## config.mk

```make
export PLATFORM = sky130hd
export DESIGN_NAME = axi_sram_rd
export DESIGN_NICKNAME = d
export VERILOG_FILES = /design/src/verilog/axi_sram_pkg.sv /design/src/verilog/axi_sram_rd.sv
export VERILOG_INCLUDE_DIRS = /design/src /design/src/verilog
export SDC_FILE = /design/constraint.sdc
export NUM_CORES = 1
export LEC_CHECK = 0
export BUFFER_PORTS_ARGS = -buffer_cell sky130_fd_sc_hd__buf_4
export CAP_MARGIN = 20
export CORE_ASPECT_RATIO = 0.5
export CORE_MARGIN = 2
export CORE_UTILIZATION = 44
export DETAILED_ROUTE_END_ITERATION = 7
export PLACE_DENSITY = 0.76
export SLEW_MARGIN = 30
export SYNTH_ARGS = -nofsm -noshare
export SYNTH_HDL_FRONTEND = slang
export SYNTH_SLANG_ARGS = --single-unit
```

## constraint.sdc

```tcl
create_clock -name clk -period 2.25 [get_ports clk]
set_input_delay 0.225 -clock clk [delete_from_list [all_inputs] [get_ports clk]]
set_output_delay 0.225 -clock clk [all_outputs]
set_load 0.02 [all_outputs]
```

## src/verilog/axi_sram_defines.svh

```systemverilog
`ifndef AXI_SRAM_DEFINES_SVH
`define AXI_SRAM_DEFINES_SVH

// byte address width on the AXI side
`define AXI_ADDR_WIDTH 12

// data bus and its byte lanes
`define AXI_DATA_WIDTH 32
`define AXI_STRB_WIDTH 4

`define AXI_ID_WIDTH 4

// byte offset bits dropped when forming a word address, also the widest legal size
`define SRAM_LSB 2

// word addressed storage
`define SRAM_ADDR_WIDTH 10
`define SRAM_DEPTH 1024

`endif

```

## src/verilog/axi_sram_pkg.sv

```systemverilog
`default_nettype none

`include "axi_sram_defines.svh"

package axi_sram_pkg;

  // AXI burst encoding, WRAP is accepted but stepped like INCR
  typedef enum logic [1:0] {
    FIXED = 2'b00,
    INCR  = 2'b01,
    WRAP  = 2'b10
  } burst_e;

  // request fields shared by the AW and AR channels
  typedef struct packed {
    logic [`AXI_ID_WIDTH-1:0]   id;
    logic [`AXI_ADDR_WIDTH-1:0] addr;
    logic [7:0]                 len;
    logic [2:0]                 size;
    burst_e                     burst;
  } axi_ax_t;

  typedef struct packed {
    logic [`AXI_DATA_WIDTH-1:0] data;
    logic [`AXI_STRB_WIDTH-1:0] strb;
    logic                       last;
  } axi_w_t;

  typedef struct packed {
    logic [`AXI_ID_WIDTH-1:0] id;
    logic [1:0]               resp;
  } axi_b_t;

  typedef struct packed {
    logic [`AXI_ID_WIDTH-1:0]   id;
    logic [`AXI_DATA_WIDTH-1:0] data;
    logic [1:0]                 resp;
    logic                       last;
  } axi_r_t;

  // single word commands towards the bank
  typedef struct packed {
    logic [`SRAM_ADDR_WIDTH-1:0] addr;
    logic [`AXI_DATA_WIDTH-1:0]  data;
    logic [`AXI_STRB_WIDTH-1:0]  strb;
  } sram_wr_cmd_t;

  typedef struct packed {
    logic [`SRAM_ADDR_WIDTH-1:0] addr;
  } sram_rd_cmd_t;

endpackage

`default_nettype wire

```

## src/verilog/axi_sram_rd.sv

```systemverilog
`timescale 1ns/1ps
`default_nettype none

`include "axi_sram_defines.svh"

module axi_sram_rd (
  input  logic                       clk,
  input  logic                       rst_n,

  input  logic                       ar_valid,
  output logic                       ar_ready,
  input  axi_sram_pkg::axi_ax_t      ar,
  output logic                       r_valid,
  input  logic                       r_ready,
  output axi_sram_pkg::axi_r_t       r,

  output logic                       sram_rd_valid,
  input  logic                       sram_rd_ready,
  output axi_sram_pkg::sram_rd_cmd_t sram_rd_cmd,
  input  logic                       sram_rd_data_valid,
  input  logic [`AXI_DATA_WIDTH-1:0] sram_rd_data
);
  import axi_sram_pkg::*;

  typedef enum logic [1:0] {
    ST_IDLE,
    ST_ISSUE,
    ST_WAIT,
    ST_PRESENT
  } state_t;

  state_t                     state;
  state_t                     state_next;

  logic                       ar_ready_next;
  logic                       r_valid_next;
  logic                       r_last;
  logic                       r_last_next;
  logic [`AXI_DATA_WIDTH-1:0] r_data;
  logic [`AXI_DATA_WIDTH-1:0] r_data_next;

  logic [`AXI_ADDR_WIDTH-1:0] rd_addr;
  logic [`AXI_ADDR_WIDTH-1:0] rd_addr_next;
  logic [`AXI_ADDR_WIDTH-1:0] addr_step;
  logic [`AXI_ID_WIDTH-1:0]   rd_id;
  logic [`AXI_ID_WIDTH-1:0]   rd_id_next;
  logic [7:0]                 remaining;
  logic [7:0]                 remaining_next;
  logic [2:0]                 rd_size;
  logic [2:0]                 rd_size_next;
  burst_e                     rd_burst;
  burst_e                     rd_burst_next;

  assign addr_step     = {{(`AXI_ADDR_WIDTH-1){1'b0}}, 1'b1} << rd_size;

  assign sram_rd_valid = (state == ST_ISSUE);
  assign sram_rd_cmd   = '{addr: rd_addr[`AXI_ADDR_WIDTH-1:`SRAM_LSB]};

  assign r             = '{id: rd_id, data: r_data, resp: 2'b00, last: r_last};

  always_comb begin
    state_next     = state;
    rd_addr_next   = rd_addr;
    rd_id_next     = rd_id;
    remaining_next = remaining;
    rd_size_next   = rd_size;
    rd_burst_next  = rd_burst;
    ar_ready_next  = 1'b0;
    r_valid_next   = r_valid;
    r_last_next    = r_last;
    r_data_next    = r_data;

    case (state)
      ST_IDLE: begin
        ar_ready_next = 1'b1;
        if (ar_valid && ar_ready) begin
          state_next     = ST_ISSUE;
          ar_ready_next  = 1'b0;
          rd_addr_next   = ar.addr;
          rd_id_next     = ar.id;
          remaining_next = ar.len;
          rd_size_next   = (ar.size < 3'(`SRAM_LSB)) ? ar.size : 3'(`SRAM_LSB);
          rd_burst_next  = ar.burst;
        end
      end

      ST_ISSUE: begin
        // step the address once the bank has taken the current word
        if (sram_rd_ready) begin
          if (rd_burst != FIXED) begin
            rd_addr_next = rd_addr + addr_step;
          end
          state_next = ST_WAIT;
        end
      end

      ST_WAIT: begin
        if (sram_rd_data_valid) begin
          r_data_next  = sram_rd_data;
          r_valid_next = 1'b1;
          r_last_next  = (remaining == 8'd0);
          state_next   = ST_PRESENT;
        end
      end

      ST_PRESENT: begin
        // next read is only issued after the master has taken this beat
        if (r_ready) begin
          r_valid_next = 1'b0;
          if (r_last) begin
            ar_ready_next = 1'b1;
            state_next    = ST_IDLE;
          end else begin
            remaining_next = remaining - 8'd1;
            state_next     = ST_ISSUE;
          end
        end
      end

      default: begin
        state_next = ST_IDLE;
      end
    endcase
  end

  always_ff @(posedge clk) begin
    if (!rst_n) begin
      state    <= ST_IDLE;
      ar_ready <= 1'b0;
      r_valid  <= 1'b0;
    end else begin
      state     <= state_next;
      ar_ready  <= ar_ready_next;
      r_valid   <= r_valid_next;
      r_last    <= r_last_next;
      r_data    <= r_data_next;
      rd_addr   <= rd_addr_next;
      rd_id     <= rd_id_next;
      remaining <= remaining_next;
      rd_size   <= rd_size_next;
      rd_burst  <= rd_burst_next;
    end
  end

endmodule

`default_nettype wire

```

# --- After elaboration in Yosys (flattened, before gate mapping) ---
# Index checks and enable logic that the tools add are counted.
totals:
  latchBits: 0
  mem_count: 0
  wordCells: 57
  inputBits: 67
  output_inout_bits: 52
  regBits: 66
  romBits: 0
  mem_bits_rw: 0
op_classes:
  n_reduce_logical: 13
  div_mod_pow: 0
  eq_ne: 9
  n_shift: 1
  mux: 21
  magnitude_cmp: 1
  bitwise_logic: 0
  n_addsub: 2
  multipliers: 0
op_table:
  columns: ["cell", "count"]
  rows:
  - ["12-bit 2-to-1 mux", 3]
  - ["8-bit 2-to-1 mux", 3]
  - ["12-bit one-hot mux with 2 select lines", 1]
  - ["8-bit one-hot mux with 2 select lines", 1]
  - ["12-bit adder", 1]
  - ["1-bit by 3-bit << shifter with 12-bit output (first input constant)", 1]
  - ["5-bit AND reduction", 2]
  - ["3-bit AND reduction", 3]
  - ["8-bit zero test", 1]
  - ["2-bit 2-to-1 mux", 4]
  - ["2-bit != test (second input constant)", 4]
  - ["2-bit one-hot mux with 4 select lines", 1]
  - ["2-bit nonzero test", 4]
  - ["8-bit by 1-bit subtractor with 8-bit output (second input constant)", 1]
  - ["1-bit 2-to-1 mux", 6]
  - ["2-bit == test (second input constant)", 2]
  - ["2-bit by 1-bit != test with 1-bit output (second input constant)", 2]
  - ["1-bit one-hot mux with 2 select lines", 2]
  - ["4-bit AND reduction", 1]
  - ["3-bit by 2-bit less-than comparator with 1-bit output (second input constant)", 1]
  - ["2-bit by 1-bit == test with 1-bit output (second input constant)", 1]
  - ["2-bit zero test", 1]
  - ["1-bit logical AND", 1]

# --- Longest topological paths before layout ---
# Gate-level depths: netlist of run 1.
logic_depth:
  word_depth: 5
  depth_mapped: 9
  depth_no_buf: 9

# --- Least setup slack after synthesis of run 1 ---
# Ideal clock, no wire load.
synth_timing:
  kind: "register to register"
  startpoint: "register rd_size[1]"
  endpoint: "register rd_addr[6], data pin"
  t_required_ns: 1.994
  path_slack_ns: -0.186
  n_path_buf: 0
  synth_period_minus_slack_ns: 2.436
  path_stages_with_launch: 8
  t_arrival_ns: 2.180
  setup_time_ns: 0.256
  path_cell_list: "edfxtp_1 or3b_2 fa_1 nor2b_1 o31a_1 o21ai_0 a21o_1 a31o_2"
synth_via:
  elab_chain_cells: 5
synth_lines:
  columns: ["item", "line_no", "source"]
  rows:
  - ["start, declared", "axi_sram_rd.sv:49", "logic [2:0] rd_size;"]
  - ["start signal, assigned", "axi_sram_rd.sv:140", "rd_size <= rd_size_next;"]
  - ["1-bit by 3-bit << shifter with 12-bit output", "axi_sram_rd.sv:54", "assign addr_step = {{(`AXI_ADDR_WIDTH-1){1'b0}}, 1'b1} << rd_size;"]
  - ["12-bit adder", "axi_sram_rd.sv:91", "rd_addr_next = rd_addr + addr_step;"]
  - ["12-bit 2-to-1 mux", "axi_sram_rd.sv:90", "if (rd_burst != FIXED) begin"]
  - ["12-bit 2-to-1 mux", "axi_sram_rd.sv:89", "if (sram_rd_ready) begin"]
  - ["12-bit one-hot mux with 2 select lines", "axi_sram_rd.sv:73", "case (state)"]
  - ["named net rd_addr_next[6]", "axi_sram_rd.sv:43", "logic [`AXI_ADDR_WIDTH-1:0] rd_addr_next;"]
  - ["end signal, assigned", "axi_sram_rd.sv:137", "rd_addr <= rd_addr_next;"]
  - ["end, declared", "axi_sram_rd.sv:42", "logic [`AXI_ADDR_WIDTH-1:0] rd_addr;"]
# The timed path passes the listed nets, and every way through them passes these cells. The select of a mux whose other input is x is not followed.
# A chain may end at the register's enable or synchronous reset.

# --- Worst setup path in the final report of run 1 ---
layout_timing:
  startpoint: "register rd_size[2]"
  endpoint: "register rd_addr[8], data pin"
# Same word-level chain as after synthesis.

==> results of run 1 <==
## per-layer routing
| layer | global-route usage, % | vias up | share of wire, % |
|---|---|---|---|
| met1 | 19.5 | 1085 | 40 |
| met3 | 10.3 | 11 | 7.7 |
| met5 | 0 | - | 0 |
| li1 | - | 1129 | - |
| met2 | 32.7 | 73 | 50 |
| met4 | 6.68 | 0 | 1.4 |
## report_power, final
part           internal, W  leakage [nW]  switching, W
sequential         0.00156         0.596      0.000125
combinational     0.000536          1.16      0.000596
clock              0.00108         0.167      0.000520
## through the flow
step | setup TNS (ns) | power, W | hold slack, ns
finish | -0.437 | 0.00442 | 0.0611
global placement | -0.129 | 0.00276 | 0.403
detailed placement | -0.403 | 0.00280 | 0.404
global route | -1.21 | 0.00463 | 0.0409
CTS | -0.313 | 0.00443 | 0.0478
floorplan | -0.0514 | 0.00243 | 0.324
## Yosys cell counts (2+ instances only)
master | count | share of area (%)
edfxtp_1 | 62 | 59
nor2_1 | 18 | 2.2
inv_1 | 16 | 1.9
a21oi_1 | 14 | 2.2
ha_1 | 14 | 5.6
buf_4 | 13 | 3.1
nand2_1 | 12 | 1.4
o21ai_0 | 10 | 1.6
mux2_2 | 8 | 2.9
xnor2_1 | 8 | 2.2
a31oi_1 | 4 | 0.80
dfxtp_1 | 4 | 2.6
nor2b_1 | 4 | 0.80
and3_1 | 3 | 0.60
and3b_1 | 3 | 0.84
mux2i_1 | 3 | 0.96
nand2b_1 | 3 | 0.60
nand3_1 | 3 | 0.48
nor3b_1 | 3 | 0.72
xor2_1 | 3 | 0.84
a21boi_0 | 2 | 0.48
a21o_1 | 2 | 0.48
clkbuf_1 | 2 | 0.24
nor3_1 | 2 | 0.32
o2111ai_1 | 2 | 0.56
o211a_1 | 2 | 0.64
o211ai_1 | 2 | 0.48
## area by class of cell
| cell class | instances | area (µm²) | area share (%) |
|---|---|---|---|
| Clock buffer | 9 | 225 | 4.96 |
| Clock inverter | 7 | 116 | 2.56 |
| Inverter | 16 | 60.1 | 1.32 |
| Multi-Input combinational cell | 144 | 1080 | 23.7 |
| Sequential cell | 66 | 1940 | 42.7 |
| Tap cell | 92 | 115 | 2.53 |
| Timing Repair Buffer | 134 | 1010 | 22.1 |
## sequential cells by signal (all words and copies together), names as in the netlist
register / cells
r_valid: 1
rd_id: 4
rd_addr: 12
remaining: 8
r_last: 1
ar_ready: 1
state: 2
r_data: 32
rd_burst: 2
rd_size: 3
## timing repair
action                                  4_1_cts  5_1_grt
pin swaps                                     4       12
gates resized for setup                       1        6
endpoints found under the setup margin        7        8
buffers inserted                              2        2
## worst paths after layout
check,cells after the start,to,startpoint
max reg2reg,7,rd_addr[8],rd_size[2]
max,7,rd_addr[8],rd_size[2]
min,1,r_data[24],sram_rd_data[24]
min reg2reg,2,r_valid,r_valid
## cells by family (layout without fill, tap and decap cells)
kind of cell / Yosys count / in the layout / share of synthesized area (%)
compound gates: 45 / 45 / 8.93
xor+xnor: 11 / 11 / 3.07
fa+ha+maj: 15 / 15 / 6.22
buf+inv: 33 / 166 / 5.54
flops: 66 / 66 / 61.9
mux: 11 / 11 / 3.83
other cells: 1 / 3 / 0.120
simple gates: 59 / 59 / 10.4
==> flow_summary.json, run 1 <==
{
  "worst_slack_ns": -0.170,
  "port_buffers": 116,
  "layout_common_cells": "buf_4 (134), edfxtp_1 (62), nor2_1 (18)",
  "antenna_found_initial": 0,
  "hold_viol_final": 0,
  "design.core.area_um2": 6780,
  "cp.required_ns": 2.34,
  "period_needed_ns": 2.42,
  "placed_cell_area_um2": 4140,
  "power_density_nw_per_um2": 973,
  "grt_max_degree": 20,
  "clk_latency_ns": 0.34,
  "cp_slowest_cell": "edfxtp_1",
  "cp.arrival_ns": 2.51,
  "path_cells": "or3b_4, fa_2, nor2b_4, o31a_1, o21ai_1, xnor2_1, mux2_2",
  "placed_cells": 448,
  "numCtsBuffers": 9,
  "final_cells": 468,
  "max_freq_mhz": 413,
  "finalCritPeriodShare_pct": 108,
  "cap_violations": 0,
  "synth-async-reset-ratio_pct": 0,
  "dp_hpwl_um": 5240,
  "synth-seq-area-share_pct": 61.9,
  "worst_path_largest_cell_delay_ns": 0.46,
  "clockBufferDepth": 2,
  "synth_cell_types": 46,
  "grt_pass1_vias": 2375,
  "cp_max_fo": 4,
  "drc": 0,
  "start_util_pct": 46.3,
  "place_congestion": 0.798,
  "cts_tree": "built",
  "rsz0062_at_grt": "true",
  "ys_warn_count": 0,
  "drt-initial-drc-count": 100,
  "leakagePower_nw": 1.92,
  "violations": "setup timing",
  "cts.sinks": 66,
  "path_delay_family": "simple AND/OR/NAND/NOR gates",
  "antenna_cells": 0,
  "synth_ff_type": "edfxtp_1",
  "setup_viol": 6,
  "worst_setup_path_end_kind": "flop",
  "cts_root_buffer": "clkbuf_16",
  "utilization_pct": 67.0,
  "status": "finished, violations left",
  "post-route-cell-area_um2": 4540,
  "route.vias.total": 2298,
  "startpoint_type": "flop",
  "ys_seq_elements": 66,
  "htree_num_levels": 3,
  "die_w_um": 123,
  "layout-drive-gt1-share_pct": 45.5,
  "wire_per_inst_um": 15.1,
  "overflow": 0,
  "hp-class": "in -> reg",
  "track_usage_pct": 18.9,
  "grt_pass1_wl_um": 10800,
  "fin_skew_ns": 0.00566,
  "slew_violations": 0,
  "finalNetCount": 453,
  "postSynthCellCount": 241,
  "dp_slack_ns": -0.110,
  "r2r_slack_ns": -0.17,
  "area_delta_synth_final_pct": 44.8,
  "peakVddDrop_v": 0.000550,
  "drtPass1Iterations": 5,
  "hold_buffers": 0,
  "wl_um": 7090,
  "syn_area_per_cell_um2": 13.0,
  "fp.dieArea_um2": 7860,
  "num-fill-cells": 497,
  "viasPerCell": 4.91,
  "clkTransAtPathRegs_ns": 0.06,
  "die_y_um": 63.7,
  "rows": 21,
  "final_common_cell": "buf_4",
  "antenna_left": 0,
  "path_class": "reg -> reg",
  "synth_area_um2": 3140,
  "synth_edf_count": 62,
  "io_pins": 119,
  "worstPathBufferInverterCount": 0
}
Note: power is estimated with default switching activity, not from simulation.
==> run 2, diff against run 1 <==
CORE_UTILIZATION = 46   (was 44)
CTS_BUF_LIST = sky130_fd_sc_hd__clkbuf_4   (was unset)
PLACE_DENSITY = 0.79   (was 0.76)
==> run 2 against run 1 <==
The run still ends with setup timing left. Sequential share of layout area down 2.0 points. Cell count increased by 7.5%. Register-to-register slack better by 0.02 ns. Clock skew grew 0.011 ns. Non-clock buffer count rose by 35. Largest cell class unchanged. Global-route usage rose by 2.9 points. Clock power down 42%. Fmax grew 0.70%.
==> flow_summary.json, run 2 (synthesized netlist as in run 1, its figures left out) <==
{
  "status": "finished, violations left",
  "violations": "setup timing",
  "rsz0062_at_grt": "true",
  "finalCritPeriodShare_pct": 107,
  "layout-drive-gt1-share_pct": 42.3,
  "die_y_um": 62.4,
  "path_class": "reg -> reg",
  "setup_viol": 7,
  "num-fill-cells": 435,
  "r2r_start": "rd_size[2]",
  "numCtsBuffers": 9,
  "slew_violations": 0,
  "drc": 0,
  "hold_viol_final": 0,
  "cp.arrival_ns": 2.57,
  "antenna_found_initial": 0,
  "clk_latency_ns": 0.42,
  "cts.sinks": 66,
  "fin_skew_ns": 0.0162,
  "setup_tns_ns": -0.634,
  "place_congestion": 0.908,
  "track_usage_pct": 21.9,
  "worstHoldPathCells": 2,
  "worst_setup_path_end_kind": "flop",
  "area_delta_synth_final_pct": 51.8,
  "cp.required_ns": 2.42,
  "reg2reg_to": "rd_addr[8]",
  "power_density_nw_per_um2": 804,
  "io_pins": 119,
  "htree_num_levels": 3,
  "drt-initial-drc-count": 104,
  "peakVddDrop_v": 0.000451,
  "holdCritStartpoint": "rst_n",
  "die_w_um": 121,
  "fp.dieArea_um2": 7540,
  "grt_pass1_wl_um": 12500,
  "design.core.area_um2": 6650,
  "grt_pass1_vias": 2587,
  "worst-r2r-cell-count": 7,
  "cts_root_buffer": "clkbuf_4",
  "top_register": "r_data",
  "cap_violations": 0,
  "wl_um": 8000,
  "final_common_cell": "buf_4",
  "leakagePower_nw": 2.00,
  "wire_per_inst_um": 15.9,
  "worst_slack_ns": -0.153,
  "antenna_left": 0,
  "dp_slack_ns": -0.105,
  "rows": 21,
  "grt_max_degree": 33,
  "hold_end": "r_valid",
  "startpoint_type": "flop",
  "start_util_pct": 47.2,
  "cp_max_fo": 4,
  "cts_tree": "built",
  "dp_hpwl_um": 5010,
  "port_buffers": 116,
  "top_regs": "r_data: 32 flops, rd_addr: 12 flops, remaining: 8 flops",
  "clkTransAtPathRegs_ns": 0.11,
  "max_freq_mhz": 416,
  "layout_common_cells": "buf_4 (130), edfxtp_1 (62), dlygate4sd3_1 (38)",
  "viasPerCell": 4.97,
  "r2r_slack_ns": -0.15,
  "drtPass1Iterations": 4,
  "overflow": 0,
  "hp-class": "in -> reg",
  "antenna_cells": 0,
  "finalNetCount": 488,
  "clockBufferDepth": 2,
  "largest_reg_flops": 32,
  "route.vias.total": 2498,
  "period_needed_ns": 2.40
}
[run 2: cell types whose count changed in the layout (fill, tap and decap cells not counted), moves of 2 or more]
cell / before / now
o21ai_2: 0 / 2
mux2_2: 8 / 5
a21oi_1: 14 / 12
clkbuf_16: 9 / 0
clkbuf_4: 0 / 9
a21oi_2: 0 / 2
mux2_4: 0 / 3
o21ai_1: 3 / 0
dlygate4sd3_1: 0 / 38
buf_4: 134 / 130
[run 2: area by class of cell]
| cell class | count | area [µm²] | area share (%) |
|---|---|---|---|
| sequential | 66 | 1940 | 40.8 |
| multi-input combinational | 144 | 1110 | 23.3 |
| clock buffer | 9 | 67.6 | 1.42 |
| clock inverter | 7 | 100 | 2.10 |
| inverter | 16 | 60.1 | 1.26 |
| timing repair buffer | 169 | 1370 | 28.7 |
| tap | 92 | 115 | 2.42 |
[run 2: where the power goes]
group          switching [W]  internal (W)
sequential          0.000130       0.00156
clock               0.000472      0.000460
combinational       0.000621      0.000592
[run 2: repair_timing]
item	4_1_cts	5_1_grt
buffers inserted	2	4
hold buffers	38	0
gates resized for setup	4	11
pin swaps	9	10
endpoints found under the hold margin	38	0
setup endpoints to repair	7	8
[run 2: worst max path at each step]
stage	startpoint	slack, ns	cells after the start	end
after floorplan	rd_size[2]	-0.03	9	rd_addr[6]
after global placement	rd_size[2]	-0.04	9	rd_addr[6]
after detailed placement	rd_size[2]	-0.10	9	rd_addr[6]
after CTS	rd_size[0]	-0.09	9	rd_addr[8]
after global routing	rd_size[2]	-0.23	9	rd_addr[8]
final	rd_size[2]	-0.15	7	rd_addr[8]
[run 2: stage by stage]
stage,instances,power [W],utilization (%),instance area [µm²],hold WS [ns]
floorplan,243,0.00243,-,3160,0.324
global placement,444,0.00274,61.8,4110,0.404
detailed placement,444,0.00279,61.8,4110,0.404
CTS,499,0.00379,70.5,4690,0.0625
global route,503,0.00403,71.7,4760,0.0782
finish,503,0.00383,71.7,4760,0.0897
[run 2: critical path, stage by stage (launching register included)]
cell,delay [ns]
edfxtp_1,0.46
or3b_4,0.44
fa_2,0.38
nor2b_2,0.13
o31a_1,0.28
o21ai_2,0.08
xnor2_1,0.14
mux2_4,0.25
[run 2: routing by layer]
layer / vias to the layer above / track usage [%] / part of all wire, % / wire length, µm
met5: - / 0 / 0 / 0
met4: 0 / 8.14 / 2.2 / 180
met3: 21 / 6.93 / 6.4 / 511
met2: 92 / 40.3 / 53 / 4240
met1: 1183 / 23.6 / 38 / 3070
li1: 1202 / - / - / -
==> run 3, diff against run 2 <==
CORE_UTILIZATION = 44   (was 46)
CTS_BUF_LIST = sky130_fd_sc_hd__clkbuf_4 sky130_fd_sc_hd__clkbuf_8 sky130_fd_sc_hd__clkbuf_16   (was sky130_fd_sc_hd__clkbuf_4)
PLACE_DENSITY = 0.81   (was 0.79)
SLEW_MARGIN = 5   (was 30)
==> run 3 against run 2 <==
Largest cell class unchanged. Critical path type unchanged. The run still ends with setup timing left. Count of clock-buffer cells in the layout rose by 1. Largest power group is now the clock network. Die area increased by 4.3%. Clock power rose by 85%. Worst setup slack better by 0.034 ns.
==> flow_summary.json, run 3 (synthesized netlist as in run 1, its figures left out) <==
{
  "antenna_found_initial": 0,
  "power_density_nw_per_um2": 1000,
  "worst-r2r-cell-count": 7,
  "dp_hpwl_um": 5150,
  "fin_skew_ns": 0.00593,
  "layout_common_cells": "buf_4 (128), edfxtp_1 (62), nor2_1 (18)",
  "cell_internal_pwr_w": 0.00331,
  "path_cells": "or3b_4, fa_2, nor2b_2, o31a_1, o21ai_1, a21o_1, a31o_2",
  "worstHoldPathCells": 1,
  "period_needed_ns": 2.37,
  "area_delta_synth_final_pct": 44.6,
  "setup_viol": 4,
  "reg2reg_to": "rd_addr[6]",
  "drt-initial-drc-count": 103,
  "cp.required_ns": 2.33,
  "rsz0062_at_grt": "true",
  "overflow": 0,
  "clock_power_share_pct": 38.0,
  "r2r_slack_ns": -0.12,
  "cts.sinks": 66,
  "worstPathBufferInverterCount": 0,
  "worst_setup_path_end_kind": "flop",
  "top_register": "r_data",
  "port_buffers": 116,
  "die_w_um": 123,
  "clockBufferDepth": 2,
  "hold_end": "r_data[0]",
  "wire_per_inst_um": 15.0,
  "layout-drive-gt1-share_pct": 45.0,
  "r2r_start": "rd_size[2]",
  "slew_violations": 0,
  "grt_pass1_vias": 2376,
  "cap_violations": 0,
  "drtPass1Iterations": 4,
  "cts_tree": "built",
  "clkTransAtPathRegs_ns": 0.06,
  "max_freq_mhz": 422,
  "top_regs": "r_data: 32 flops, rd_addr: 12 flops, remaining: 8 flops",
  "leakagePower_nw": 1.92,
  "numCtsBuffers": 9,
  "placed_cell_area_um2": 4110,
  "p_sw_w": 0.00124,
  "grt_max_degree": 22,
  "cp_max_fo": 4,
  "whs_ns": 0.0697,
  "place_congestion": 0.878,
  "route.vias.total": 2312,
  "dp_slack_ns": -0.109,
  "track_usage_pct": 18.7,
  "viasPerCell": 4.99,
  "slew-limit-headroom_pct": 63.2,
  "wl_um": 6950,
  "hold_buffers": 0,
  "hold_viol_final": 0,
  "status": "finished, violations left",
  "final_common_cell": "buf_4",
  "violations": "setup timing",
  "finalNetCount": 448,
  "drc": 0,
  "pwr-share-seq_pct": 37.0,
  "antenna_cells": 0,
  "cts_root_buffer": "clkbuf_16",
  "htree_num_levels": 3,
  "path_class": "reg -> reg",
  "switching_share_pct": 27.3,
  "design.core.area_um2": 6780,
  "power_frac_comb_pct": 25.1,
  "rows": 21,
  "io_pins": 119,
  "cp.depth": 7,
  "cp_slowest_cell": "edfxtp_1",
  "largest_reg_flops": 32,
  "holdCritStartpoint": "sram_rd_data[0]",
  "grt_pass1_wl_um": 11000,
  "fp.dieArea_um2": 7860,
  "setup_tns_ns": -0.306,
  "die_y_um": 63.7,
  "worst_path_largest_cell_delay_ns": 0.45,
  "post-route-cell-area_um2": 4540,
  "worst_slack_ns": -0.119,
  "utilization_pct": 66.9,
  "worst_pin_slew_ns": 0.551,
  "cp.arrival_ns": 2.44,
  "peakVddDrop_v": 0.000615,
  "start_util_pct": 46.3,
  "antenna_left": 0,
  "startpoint_type": "flop",
  "hp-class": "in -> reg",
  "clk_latency_ns": 0.33,
  "path_delay_family": "compound AO/OA/AOI/OAI gates",
  "finalCritPeriodShare_pct": 105
}
## run 3: cell count changes in the layout (fill, tap and decap cells not counted), sizes merged
cell	change
clkbuf	+1
clkinv	-2
bufinv	+2
buf	-2
dlygate4sd3	-38
inv	-1
## run 3: how the worst max path moves through the flow
stage	end	slack, ns	start
floorplan	rd_addr[6]	-0.03	rd_size[2]
global placement	rd_addr[7]	-0.05	rd_size[2]
detailed placement	rd_addr[6]	-0.11	rd_size[2]
CTS	rd_addr[8]	-0.06	rd_size[0]
global route	rd_addr[6]	-0.21	rd_size[0]
finish	rd_addr[6]	-0.12	rd_size[2]
## run 3: area by class of cell
| type | instances | area, µm² |
|---|---|---|
| Inverter | 16 | 60.1 |
| Sequential cell | 66 | 1940 |
| Fill cell | 508 | 2240 |
| Clock buffer | 10 | 233 |
| Tap cell | 92 | 115 |
| Clock inverter | 6 | 138 |
| Multi-Input combinational cell | 144 | 1080 |
| Timing Repair Buffer | 129 | 972 |
## run 3: per-layer routing
metal	part of all wire, %	GRT usage [%]	vias to the layer above
li1	-	-	1120
met1	40	21.1	1108
met2	51	32.5	75
met3	7.4	7.79	9
met4	1.1	5.11	0
met5	0	0	-
## run 3: power groups by stage
stage / Combinational [W] / Sequential, W / Clock (W)
floorplan: 0.000705 / 0.00172 / 0
global placement: 0.00105 / 0.00170 / 0
detailed placement: 0.00109 / 0.00170 / 0
CTS: 0.00113 / 0.00169 / 0.00175
global route: 0.00125 / 0.00171 / 0.00180
finish: 0.00114 / 0.00168 / 0.00173
## run 3: timing repair
action | CTS | global route
pin swaps | 7 | 7
resized for setup | 6 | 3
buffers inserted | 1 | 1
endpoints found under the setup margin | 7 | 7
## run 3: per-stage QoR
step | total power (W) | std cells
6_report | 0.00455 | 463
5_1_grt | 0.00477 | 463
4_1_cts | 0.00457 | 462
3_5_place_dp | 0.00280 | 445
3_3_place_gp | 0.00275 | 445
2_1_floorplan | 0.00243 | 243
